### src/design/spi_link_pkg.sv
// spi link constants for pin filtering, bit counting and the sck watchdog
`default_nettype none

package spi_link_pkg;

	// ------------------------------
	// pin synchronizer and filter
	// ------------------------------

	// flops in the synchronizer chain
	localparam int SYNC_STAGES = 2;

	// equal samples needed before the filtered level moves
	localparam int FILTER_LEN = 3;
	localparam int FILT_CNT_WIDTH = $clog2(FILTER_LEN);

	// ------------------------------
	// byte framing
	// ------------------------------

	localparam int BITS_PER_BYTE = 8;
	localparam int BIT_CNT_WIDTH = $clog2(BITS_PER_BYTE);

	// sck stall limit, 10 us at 100 MHz
	localparam int WD_CYCLES = 1000;
	localparam int WD_WIDTH = 10;

endpackage

`default_nettype wire

### src/design/ctrl_cmd_pkg.sv
// control command package with opcodes, header layout and event queue sizing
`default_nettype none

package ctrl_cmd_pkg;

	// ------------------------------
	// basic types
	// ------------------------------

	typedef logic [7:0] byte_t;
	typedef logic [5:0] cmd_addr_t;

	// opcode in the top two bits of the header
	typedef enum logic [1:0] {
		OP_NOP    = 2'b00,
		OP_WR_INC = 2'b01,
		OP_WR_FIX = 2'b10,
		OP_RSVD   = 2'b11
	} cmd_op_t;

	typedef struct packed {
		cmd_op_t   op;
		cmd_addr_t addr;
	} cmd_hdr_t;

	// first byte of a frame is a header, the rest are plain data
	typedef union packed {
		cmd_hdr_t hdr;
		byte_t    raw;
	} ctrl_byte_u;

	// ------------------------------
	// credit flow and queue
	// ------------------------------

	localparam int CREDIT_INIT = 4;
	localparam int CREDIT_WIDTH = 3;

	localparam int QUEUE_DEPTH = 4;
	localparam int QUEUE_PTR_WIDTH = $clog2(QUEUE_DEPTH);
	localparam int QUEUE_CNT_WIDTH = QUEUE_PTR_WIDTH + 1;

endpackage

`default_nettype wire

### src/design/pin_sync.sv
// pin synchronizer with run-length glitch filter and edge pulses
`default_nettype none
`timescale 1ns/100ps

module pin_sync (
	input  wire  clk_sys,
	input  wire  rst_n,
	input  wire  pin,
	output logic level,
	output logic rise,
	output logic fall
);

	logic [spi_link_pkg::SYNC_STAGES-1:0]    sync_q;
	logic [spi_link_pkg::FILT_CNT_WIDTH-1:0] run_cnt;
	logic                                    sample;
	logic                                    flip;

	assign sample = sync_q[spi_link_pkg::SYNC_STAGES-1];

	// level moves on the last of FILTER_LEN differing samples
	assign flip = (sample != level) &&
		(run_cnt == spi_link_pkg::FILT_CNT_WIDTH'(spi_link_pkg::FILTER_LEN - 1));

	always_ff @(posedge clk_sys or negedge rst_n) begin
		if (!rst_n) begin
			sync_q  <= '0;
			run_cnt <= '0;
			level   <= 1'b0;
			rise    <= 1'b0;
			fall    <= 1'b0;
		end else begin
			sync_q <= {sync_q[spi_link_pkg::SYNC_STAGES-2:0], pin};
			rise   <= flip && sample;
			fall   <= flip && !sample;
			if (sample == level) begin
				// run broken, start over
				run_cnt <= '0;
			end else if (flip) begin
				level   <= sample;
				run_cnt <= '0;
			end else begin
				run_cnt <= run_cnt + 1'b1;
			end
		end
	end

endmodule

`default_nettype wire

### src/design/spi_byte_rx.sv
// spi mode 0 byte receiver with bit counter and sck stall watchdog
`default_nettype none
`timescale 1ns/100ps

module spi_byte_rx (
	input  wire                 clk_sys,
	input  wire                 rst_n,
	input  wire                 csn,
	input  wire                 sck_rise,
	input  wire                 mosi,
	output ctrl_cmd_pkg::byte_t rx_byte,
	output logic                rx_valid
);

	logic [spi_link_pkg::BIT_CNT_WIDTH-1:0] bit_cnt;
	logic [spi_link_pkg::WD_WIDTH-1:0]      wd_cnt;
	ctrl_cmd_pkg::byte_t                    shift_q;
	logic                                   last_bit;
	logic                                   wd_expire;
	logic                                   take_bit;

	assign take_bit = sck_rise && !csn;
	assign last_bit = (bit_cnt ==
		spi_link_pkg::BIT_CNT_WIDTH'(spi_link_pkg::BITS_PER_BYTE - 1));
	assign wd_expire = (wd_cnt ==
		spi_link_pkg::WD_WIDTH'(spi_link_pkg::WD_CYCLES));

	// ------------------------------
	// shift register
	// ------------------------------

	// msb first, newest bit at the bottom
	always_ff @(posedge clk_sys) begin
		if (take_bit) begin
			shift_q <= {shift_q[6:0], mosi};
		end
	end

	// ------------------------------
	// bit counter and watchdog
	// ------------------------------

	always_ff @(posedge clk_sys or negedge rst_n) begin
		if (!rst_n) begin
			bit_cnt <= '0;
		end else if (csn || wd_expire) begin
			bit_cnt <= '0;
		end else if (take_bit) begin
			bit_cnt <= last_bit ? '0 : bit_cnt + 1'b1;
		end
	end

	// counts only while a byte is partly in
	always_ff @(posedge clk_sys or negedge rst_n) begin
		if (!rst_n) begin
			wd_cnt <= '0;
		end else if (csn || sck_rise || wd_expire || (bit_cnt == '0)) begin
			wd_cnt <= '0;
		end else begin
			wd_cnt <= wd_cnt + 1'b1;
		end
	end

	// ------------------------------
	// byte output
	// ------------------------------

	always_ff @(posedge clk_sys or negedge rst_n) begin
		if (!rst_n) begin
			rx_valid <= 1'b0;
		end else begin
			rx_valid <= take_bit && last_bit;
		end
	end

	always_ff @(posedge clk_sys) begin
		if (take_bit && last_bit) begin
			rx_byte <= {shift_q[6:0], mosi};
		end
	end

	// a deselected link never carries a partial byte forward
	a_csn_clears_bits : assert property (
		@(posedge clk_sys) disable iff (!rst_n)
		csn |=> (bit_cnt == '0)
	);

endmodule

`default_nettype wire

### src/design/cmd_decoder.sv
// command decoder turning spi frames into register write events
`default_nettype none
`timescale 1ns/100ps

module cmd_decoder (
	input  wire                     clk_sys,
	input  wire                     rst_n,
	input  wire                     frame_start,
	input  wire                     frame_end,
	input  ctrl_cmd_pkg::byte_t     rx_byte,
	input  wire                     rx_valid,
	output logic                    wr_valid,
	output ctrl_cmd_pkg::cmd_addr_t wr_addr,
	output ctrl_cmd_pkg::byte_t     wr_data,
	output logic                    cmd_err
);

	enum logic [1:0] {
		ST_IDLE,
		ST_HEADER,
		ST_DATA
	} state;

	ctrl_cmd_pkg::ctrl_byte_u rx_word;
	ctrl_cmd_pkg::cmd_op_t    op_q;
	ctrl_cmd_pkg::cmd_addr_t  addr_q;
	logic                     is_write;
	logic                     data_wr;

	assign rx_word = rx_byte;
	assign is_write = (op_q == ctrl_cmd_pkg::OP_WR_INC) ||
		(op_q == ctrl_cmd_pkg::OP_WR_FIX);
	assign data_wr = (state == ST_DATA) && rx_valid && is_write;

	// ------------------------------
	// frame FSM
	// ------------------------------

	always_ff @(posedge clk_sys or negedge rst_n) begin
		if (!rst_n) begin
			state   <= ST_IDLE;
			op_q    <= ctrl_cmd_pkg::OP_NOP;
			addr_q  <= '0;
			cmd_err <= 1'b0;
		end else begin
			cmd_err <= 1'b0;
			if (frame_end) begin
				state <= ST_IDLE;
			end else if (frame_start) begin
				state <= ST_HEADER;
			end else begin
				case (state)
					ST_HEADER: begin
						if (rx_valid) begin
							op_q    <= rx_word.hdr.op;
							addr_q  <= rx_word.hdr.addr;
							cmd_err <= (rx_word.hdr.op == ctrl_cmd_pkg::OP_RSVD);
							state   <= ST_DATA;
						end
					end
					ST_DATA: begin
						// 6-bit address wraps from 63 to 0
						if (data_wr && (op_q == ctrl_cmd_pkg::OP_WR_INC)) begin
							addr_q <= addr_q + 1'b1;
						end
					end
					default: begin
						state <= ST_IDLE;
					end
				endcase
			end
		end
	end

	// ------------------------------
	// write events
	// ------------------------------

	always_ff @(posedge clk_sys or negedge rst_n) begin
		if (!rst_n) begin
			wr_valid <= 1'b0;
		end else begin
			wr_valid <= data_wr;
		end
	end

	always_ff @(posedge clk_sys) begin
		if (data_wr) begin
			wr_addr <= addr_q;
			wr_data <= rx_word.raw;
		end
	end

	a_no_write_outside_data : assert property (
		@(posedge clk_sys) disable iff (!rst_n)
		wr_valid |-> (state != ST_IDLE) && (state != ST_HEADER)
	);

endmodule

`default_nettype wire

### src/design/event_credit_tx.sv
// write event queue with credit counter and credit-gated send
`default_nettype none
`timescale 1ns/100ps

module event_credit_tx (
	input  wire                     clk_sys,
	input  wire                     rst_n,
	input  wire                     wr_valid,
	input  ctrl_cmd_pkg::cmd_addr_t wr_addr,
	input  ctrl_cmd_pkg::byte_t     wr_data,
	input  wire                     credit_return,
	output logic                    ev_valid,
	output ctrl_cmd_pkg::cmd_addr_t ev_addr,
	output ctrl_cmd_pkg::byte_t     ev_data,
	output logic                    ev_overflow
);

	ctrl_cmd_pkg::cmd_addr_t q_addr [ctrl_cmd_pkg::QUEUE_DEPTH];
	ctrl_cmd_pkg::byte_t     q_data [ctrl_cmd_pkg::QUEUE_DEPTH];

	logic [ctrl_cmd_pkg::QUEUE_PTR_WIDTH-1:0] wr_ptr;
	logic [ctrl_cmd_pkg::QUEUE_PTR_WIDTH-1:0] rd_ptr;
	logic [ctrl_cmd_pkg::QUEUE_CNT_WIDTH-1:0] q_count;
	logic [ctrl_cmd_pkg::CREDIT_WIDTH-1:0]    credit_cnt;
	logic                                     q_full;
	logic                                     send;
	logic                                     push;

	assign q_full = (q_count ==
		ctrl_cmd_pkg::QUEUE_CNT_WIDTH'(ctrl_cmd_pkg::QUEUE_DEPTH));

	// head of queue goes out whenever a credit is held
	assign send = (q_count != '0) && (credit_cnt != '0);
	// a send in the same cycle frees the slot
	assign push = wr_valid && (!q_full || send);

	assign ev_valid = send;
	assign ev_addr  = q_addr[rd_ptr];
	assign ev_data  = q_data[rd_ptr];

	// ------------------------------
	// ring buffer
	// ------------------------------

	always_ff @(posedge clk_sys) begin
		if (push) begin
			q_addr[wr_ptr] <= wr_addr;
			q_data[wr_ptr] <= wr_data;
		end
	end

	always_ff @(posedge clk_sys or negedge rst_n) begin
		if (!rst_n) begin
			wr_ptr  <= '0;
			rd_ptr  <= '0;
			q_count <= '0;
		end else begin
			if (push) begin
				wr_ptr <= wr_ptr + 1'b1;
			end
			if (send) begin
				rd_ptr <= rd_ptr + 1'b1;
			end
			case ({push, send})
				2'b10:   q_count <= q_count + 1'b1;
				2'b01:   q_count <= q_count - 1'b1;
				default: q_count <= q_count;
			endcase
		end
	end

	// ------------------------------
	// credits and overflow
	// ------------------------------

	always_ff @(posedge clk_sys or negedge rst_n) begin
		if (!rst_n) begin
			credit_cnt <= ctrl_cmd_pkg::CREDIT_WIDTH'(ctrl_cmd_pkg::CREDIT_INIT);
		end else begin
			case ({credit_return, send})
				2'b10:   credit_cnt <= credit_cnt + 1'b1;
				2'b01:   credit_cnt <= credit_cnt - 1'b1;
				default: credit_cnt <= credit_cnt;
			endcase
		end
	end

	// sticky until reset
	always_ff @(posedge clk_sys or negedge rst_n) begin
		if (!rst_n) begin
			ev_overflow <= 1'b0;
		end else if (wr_valid && !push) begin
			ev_overflow <= 1'b1;
		end
	end

	// consumer must not return more than it took
	a_credit_bound : assert property (
		@(posedge clk_sys) disable iff (!rst_n)
		credit_cnt <= ctrl_cmd_pkg::CREDIT_WIDTH'(ctrl_cmd_pkg::CREDIT_INIT)
	);

	// credits only come back through credit_return
	a_no_send_without_credit : assert property (
		@(posedge clk_sys) disable iff (!rst_n)
		(credit_cnt == '0) && !credit_return |=> !ev_valid
	);

endmodule

`default_nettype wire

### src/design/spi_ctrl_top.sv
// spi control receiver top joining pin filters, byte receiver, decoder and sender
`default_nettype none
`timescale 1ns/100ps

module spi_ctrl_top (
	input  wire                     clk_sys,
	input  wire                     rst_n,
	input  wire                     spi_csn,
	input  wire                     spi_sck,
	input  wire                     spi_mosi,
	input  wire                     credit_return,
	output logic                    ev_valid,
	output ctrl_cmd_pkg::cmd_addr_t ev_addr,
	output ctrl_cmd_pkg::byte_t     ev_data,
	output logic                    ev_overflow,
	output logic                    cmd_err
);

	logic                    csn_level;
	logic                    csn_rise;
	logic                    csn_fall;
	logic                    sck_rise;
	logic                    mosi_level;
	ctrl_cmd_pkg::byte_t     rx_byte;
	logic                    rx_valid;
	logic                    wr_valid;
	ctrl_cmd_pkg::cmd_addr_t wr_addr;
	ctrl_cmd_pkg::byte_t     wr_data;

	// ------------------------------
	// pin conditioning
	// ------------------------------

	pin_sync u_sync_csn (
		.clk_sys (clk_sys),
		.rst_n   (rst_n),
		.pin     (spi_csn),
		.level   (csn_level),
		.rise    (csn_rise),
		.fall    (csn_fall)
	);

	// only rising sck matters in mode 0
	pin_sync u_sync_sck (
		.clk_sys (clk_sys),
		.rst_n   (rst_n),
		.pin     (spi_sck),
		.level   (),
		.rise    (sck_rise),
		.fall    ()
	);

	pin_sync u_sync_mosi (
		.clk_sys (clk_sys),
		.rst_n   (rst_n),
		.pin     (spi_mosi),
		.level   (mosi_level),
		.rise    (),
		.fall    ()
	);

	// ------------------------------
	// byte, command and event path
	// ------------------------------

	spi_byte_rx u_byte_rx (
		.clk_sys  (clk_sys),
		.rst_n    (rst_n),
		.csn      (csn_level),
		.sck_rise (sck_rise),
		.mosi     (mosi_level),
		.rx_byte  (rx_byte),
		.rx_valid (rx_valid)
	);

	// csn fall opens a frame, csn rise closes it
	cmd_decoder u_decoder (
		.clk_sys     (clk_sys),
		.rst_n       (rst_n),
		.frame_start (csn_fall),
		.frame_end   (csn_rise),
		.rx_byte     (rx_byte),
		.rx_valid    (rx_valid),
		.wr_valid    (wr_valid),
		.wr_addr     (wr_addr),
		.wr_data     (wr_data),
		.cmd_err     (cmd_err)
	);

	event_credit_tx u_credit_tx (
		.clk_sys       (clk_sys),
		.rst_n         (rst_n),
		.wr_valid      (wr_valid),
		.wr_addr       (wr_addr),
		.wr_data       (wr_data),
		.credit_return (credit_return),
		.ev_valid      (ev_valid),
		.ev_addr       (ev_addr),
		.ev_data       (ev_data),
		.ev_overflow   (ev_overflow)
	);

endmodule

`default_nettype wire

### config.mk
export PLATFORM = sky130hd
export DESIGN_NAME = spi_ctrl_top
export DESIGN_NICKNAME = d
export VERILOG_FILES = /design/src/design/spi_link_pkg.sv /design/src/design/ctrl_cmd_pkg.sv /design/src/design/pin_sync.sv /design/src/design/spi_byte_rx.sv /design/src/design/cmd_decoder.sv /design/src/design/event_credit_tx.sv /design/src/design/spi_ctrl_top.sv
export SDC_FILE = /design/constraint.sdc
export NUM_CORES = 1
export LEC_CHECK = 0
export ABC_AREA = 1
export BUFFER_PORTS_ARGS = -buffer_cell sky130_fd_sc_hd__buf_2
export CORE_MARGIN = 1.5
export CORE_UTILIZATION = 40
export CTS_CLUSTER_DIAMETER = 50
export CTS_CLUSTER_SIZE = 30
export DETAILED_ROUTE_END_ITERATION = 7
export PLACE_DENSITY = 0.64
export SYNTH_ARGS = -nofsm -noshare
export SYNTH_HDL_FRONTEND = slang
export SYNTH_SLANG_ARGS = --single-unit
### constraint.sdc
create_clock -name clk_sys -period 5.2 [get_ports clk_sys]
set_input_delay 1.3 -clock clk_sys [delete_from_list [all_inputs] [get_ports clk_sys]]
set_output_delay 1.3 -clock clk_sys [all_outputs]
set_load 0.1 [all_outputs]
==> qor.yml, run 1 <==
grt:
  grt_usage_pct: 13.49
  grtUsageMet2_pct: 21.20
  grt_use_met1_pct: 16.13
  overflow: 0
  antenna_found_initial: 0
  grt_pass1_wl_um: 14840
  grt_start_max_net_pins: 56
  grt.busiest_layer: "met2"
  grt_pass1_vias: 3177
  grt_use_met3_pct: 4.981
final_layout:
  area.growth.synth_to_final_pct: 16.35
  final_common_cell: "edfxtp_1"
  diodes: 0
  fillers: 1186
  seq_area_mm2: 0.003930
  drive_above_1_share_pct: 16.07
  multi_input_area_mm2: 0.001404
  mostFrequentLayoutCells: "85 x edfxtp_1, 63 x nor2_1, 54 x dfrtp_1"
  nNetsFinal: 512
clock_tree:
  cts_buffer_depth: 2
  htree_levels: 4
  hold_buffers: 0
  insertion_delay_ns: 0.42
  cts-buffers-inserted: 17
  root_buffer: "clkbuf_16"
  clkTransAtPathRegs_ns: 0.06
  post_cts_buffers: 0
  cts-resized-gates: 0
  cts_tree: "yes"
  cts_sinks: 140
critical_path:
  cp_max_fo: 16
  path_buf_inv: 2
  r2r_setup_slack_ns: 2.92
  cp_top_family: "buffers and inverters"
  critical_path.max_stage_delay_ns: 0.57
  cp.arrival_ns: 2.18
  criticalPathCategory: "reg2out"
  required_ns: 3.90
  cp-end-kind: "output pin"
  path_cells: "inv_1 -> o21ai_0 -> o22ai_1 -> buf_2"
  cp-start-kind: "register"
  crit_slowest_cell: "dfrtp_1"
hold_path:
  worst_hold_path_type: "reg2reg"
detailed_routing:
  drtPass1Iterations: 5
  drt_iter0_markers: 218
  drc: 0
  vias: 3232
  ant_nets: 0
  wl_um: 8853
  wl_per_cell_um: 13.02
  avgViaCountPerCell: 4.753
floorplanning:
  die_w_um: 121.0
  coreArea_mm2: 0.01340
  ioPinCount: 23
  rows: 42
  fp.dieArea_mm2: 0.01464
  start_util_pct: 41.57
  fp.dieH_um: 121.0
synthesis:
  ys_warn_count: 0
  synth_top_area_cell: "edfxtp_1"
  synth_cell_types: 35
  syn_inst: 453
  synth_area_leaders: "edfxtp_1 46%, dfrtp_1 24%, nor2_1 4.2%"
  syn_nets: 474
  avgSynthCellArea_um2: 12.30
  synthArstFlopShare_pct: 39.29
  synth-edff-count: 85
  netlist_area_mm2: 0.005570
  synthFlopType: "edfxtp_1"
  synth.yosys.seq_area_share_pct: 70.55
  ys_seq_elements: 140
  synth_top_area_share_pct: 45.82
sta:
  fin_crit_ns: 3.482
  clock_skew_ns: 0.007037
  setup_viol: 0
  relSlewSlack_pct: 20.37
  timing.fmax_mhz: 287.2
  worst_pin_slew_ns: 1.185
  rsz0062_at_grt: "false"
  period_share_pct: 66.95
  setup_tns_ns: 0
  hold_viol: 0
  drv_slew: 0
outcome:
  status: "finished, final reports clean"
flow_run:
  maxCapViolCount: 0
placement:
  portBuffers: 22
  dp_hpwl_um: 5701
  place.gp.congestion: 0.8192
pwr:
  power_density_mw_per_mm2: 395.1
  power_uw: 2561
  p_leak_uw: 0.002450
  peakVddDrop_mv: 0.1989
-- logic make-up after synthesis --
group | Yosys count | synth area share [%]
flip-flops | 140 | 70.55
AND/OR/NAND/NOR | 152 | 12.02
AO/OA/AOI/OAI | 70 | 7.165
XOR/XNOR | 12 | 1.887
multiplexers | 2 | 0.4043
buffers and inverters | 62 | 4.335
adder cells (fa/ha/maj) | 15 | 3.639
-- area by class of cell --
type | instances | share of cell area, %
Sequential cell | 140 | 60.64
Clock inverter | 15 | 2.278
Tap cell | 176 | 3.398
Inverter | 53 | 3.069
Clock buffer | 17 | 6.564
Timing Repair Buffer | 28 | 2.394
Multi-Input combinational cell | 251 | 21.66
-- sequential cells by signal, summed over array words and instances (netlist names), 3 cells and up --
register	flops
u_byte_rx.bit_cnt	3
u_credit_tx.q_addr	24
u_credit_tx.credit_cnt	3
u_credit_tx.q_data	32
u_byte_rx.shift_q	7
u_decoder.wr_addr	6
u_credit_tx.q_count	3
u_decoder.wr_data	8
u_byte_rx.rx_byte	8
u_byte_rx.wd_cnt	10
u_decoder.addr_q	6
-- Yosys cell counts, types with 3 or more instances --
| cell type | instances |
|---|---|
| ha_1 | 13 |
| nor2_1 | 63 |
| edfxtp_1 | 85 |
| nand2_1 | 44 |
| o21ai_0 | 40 |
| inv_1 | 52 |
| o21ai_1 | 3 |
| xor2_1 | 7 |
| dfrtp_1 | 54 |
| nand3_1 | 14 |
| nand2_2 | 5 |
| or2_2 | 4 |
| a21oi_1 | 6 |
| clkbuf_1 | 4 |
| xnor2_1 | 5 |
| buf_2 | 4 |
| nand4_1 | 5 |
| nor3_1 | 8 |
| nor2_2 | 4 |
| o22ai_1 | 14 |
-- where the power goes --
group	internal (µW)	switching, µW	total [µW]
logic	58.9	80.3	139
registers	1230	39.4	1270
clock network	701	446	1150
-- per-stage QoR --
stage	hold WS (ns)	cell area (µm²)	util [%]	instances	setup slack [ns]
6_report	0.3465	6481	48.37	680	1.718
2_1_floorplan	0.3312	5570	-	453	1.601
3_3_place_gp	0.3321	5908	44.09	648	2.214
4_1_cts	0.3484	6481	48.37	680	1.674
3_5_place_dp	0.3356	5908	44.09	648	2.147
5_1_grt	0.3596	6481	48.37	680	1.545
-- path summary, 6_finish.rpt --
path                                                   endpoint  cells past startpoint                               from
max in group asynchronous         u_byte_rx.wd_cnt[7]$_DFF_PN0_                      2                              rst_n
min in group asynchronous       u_sync_mosi.sync_q[0]$_DFF_PN0_                      2                              rst_n
worst max-delay path                                 ev_data[7]                      4  u_credit_tx.rd_ptr[1]$_DFFE_PN0N_
worst min-delay path            u_sync_mosi.sync_q[1]$_DFF_PN0_                      0    u_sync_mosi.sync_q[0]$_DFF_PN0_
worst min register to register  u_sync_mosi.sync_q[1]$_DFF_PN0_                      0    u_sync_mosi.sync_q[0]$_DFF_PN0_
worst max register to register   u_decoder.wr_data[4]$_DFFE_PP_                      3     u_decoder.state[0]$_DFFE_PN0P_
-- layer usage --
layer	vias to the layer above	wire, µm	part of all wire, %
met5	-	0	0
met4	0	178	2.0
met3	17	320	3.6
met2	38	4190	47
met1	1567	4164	47
li1	1610	-	-
No activity file was read; power rests on OpenSTA's default activity.
==> run 2: changes to the inputs <==
==> constraint.sdc (replaced) <==
create_clock -name clk_sys -period 3.3 [get_ports clk_sys]
set_input_delay 0.825 -clock clk_sys [delete_from_list [all_inputs] [get_ports clk_sys]]
set_output_delay 0.825 -clock clk_sys [all_outputs]
set_load 0.1 [all_outputs]
==> run 2 against run 1 <==
Via count is 0.56% higher; hold slack barely moved; critical path depth up 1; worst setup slack got worse by 1.3 ns; wire length up 1.1%; non-clock buffer count is 4 higher; final cell count grew 0.59%; critical path type unchanged.
==> qor.yml, run 2 (synthesis results as in run 1) <==
outcome:
  status: "finished, final reports clean"
clock_tree:
  hold_buffers: 0
  cts-buffers-inserted: 17
  cts_buffer_depth: 2
  clkTransAtPathRegs_ns: 0.06
  cts_sinks: 140
  insertion_delay_ns: 0.41
  cts_tree: "yes"
  post_cts_buffers: 0
  cts-resized-gates: 0
  root_buffer: "clkbuf_16"
  htree_levels: 4
final_layout:
  post_layout_nonfiller_instances: 684
  drive_above_1_share_pct: 17.13
  mostFrequentLayoutCells: "85 x edfxtp_1, 63 x nor2_1, 54 x dfrtp_1"
  largest_registers: "u_credit_tx.q_data x32, u_credit_tx.q_addr x24, u_byte_rx.wd_cnt x10"
  final_common_cell: "edfxtp_1"
  largest_register: "u_credit_tx.q_data"
  area.growth.synth_to_final_pct: 16.37
  fillers: 1177
  diodes: 0
  largest_reg_flops: 32
  nNetsFinal: 516
pwr:
  power_uw: 3943
  peakVddDrop_mv: 0.3693
  power_density_mw_per_mm2: 608.2
  p_leak_uw: 0.002465
placement:
  dp_hpwl_um: 5808
  placed_cells: 652
  place.gp.congestion: 0.7896
  post-place-ws_ns: 0.8259
  portBuffers: 22
detailed_routing:
  avgViaCountPerCell: 4.751
  wl_per_cell_um: 13.09
  ant_nets: 0
  wl_um: 8952
  drt_iter0_markers: 220
  vias: 3250
  drtPass1Iterations: 4
  drc: 0
critical_path:
  cp_max_fo: 16
  cp-start-kind: "register"
  cp-end-kind: "output pin"
  cp.arrival_ns: 2.06
  required_ns: 2.47
  r2r_setup_slack_ns: 1.19
  criticalPathCategory: "reg2out"
sta:
  setup_viol: 0
  rsz0062_at_grt: "false"
  timing.fmax_mhz: 346.5
  hold_viol: 0
  drv_slew: 0
  clock_skew_ns: 0.006626
  setup_tns_ns: 0
  setup_slack_ns: 0.4138
  fin_crit_ns: 2.886
  worst_pin_slew_ns: 0.7110
  relSlewSlack_pct: 52.60
  period_share_pct: 87.46
hold_path:
  worst_hold_path_type: "reg2reg"
floorplanning:
  rows: 42
  fp.dieH_um: 121.0
  fp.dieArea_mm2: 0.01464
  ioPinCount: 23
  start_util_pct: 41.57
  die_w_um: 121.0
  coreArea_mm2: 0.01340
grt:
  overflow: 0
  grt_start_max_net_pins: 56
  grt_pass1_vias: 3202
  grt_usage_pct: 13.74
  antenna_found_initial: 0
  grt_pass1_wl_um: 15240
flow_run:
  maxCapViolCount: 0
-- run 2: cell count changes in the layout (fill, tap and decap cells not counted), sizes merged --
cell | previous run | this run
buf | 28 | 32
bufinv | 2 | 0
inv | 55 | 56
clkinvlp | 4 | 3
clkbuf | 17 | 19
-- run 2: cell type report --
class	count	area [µm²]	area share, %
clock buffer	19	452.9	6.987
clock inverter	13	91.34	1.409
inverter	53	198.9	3.069
timing repair buffer	32	185.2	2.857
sequential	140	3930	60.63
tap	176	220.2	3.397
multi-input combinational	251	1404	21.66
-- run 2: final timing paths --
kind,from,endpoint,cells past startpoint
max,u_credit_tx.rd_ptr[0]$_DFFE_PN0N_,ev_data[4],5
min,u_sync_mosi.sync_q[0]$_DFF_PN0_,u_sync_mosi.sync_q[1]$_DFF_PN0_,0
max reg2reg,u_credit_tx.credit_cnt[2]$_DFFE_PN1P_,u_credit_tx.credit_cnt[2]$_DFFE_PN1P_,10
min reg2reg,u_sync_mosi.sync_q[0]$_DFF_PN0_,u_sync_mosi.sync_q[1]$_DFF_PN0_,0
max in group asynchronous,rst_n,u_decoder.op_q[0]$_DFFE_PN0P_,2
min in group asynchronous,rst_n,u_sync_mosi.sync_q[0]$_DFF_PN0_,2
-- run 2: through the flow --
stage	area [µm²]	utilization (%)	hold slack, ns
floorplan	5570	-	0.3312
global placement	5938	44.31	0.3322
detailed placement	5938	44.31	0.3347
CTS	6482	48.38	0.3481
global route	6482	48.38	0.3548
finish	6482	48.38	0.3468
-- run 2: where the power goes --
| group | internal, µW | total, µW | switching [µW] |
|---|---|---|---|
| combinational | 94.3 | 228 | 134 |
| sequential | 1940 | 2010 | 63.6 |
| clock | 1000 | 1710 | 707 |
| total | 3040 | 3940 | 904 |
-- run 2: worst max-delay path: stages (launching register included) --
cell and delay, ns:
dfrtp_1 0.37, inv_1 0.29, buf_4 0.27, o21ai_0 0.11, o22ai_1 0.15, buf_2 0.45
-- run 2: metal layers --
layer	share of wire, %	GRT usage [%]	up-vias
li1	-	-	1631
met1	44	16.62	1555
met2	50	22.73	52
met3	3.6	3.994	12
met4	1.6	6.397	0
met5	0	0	-
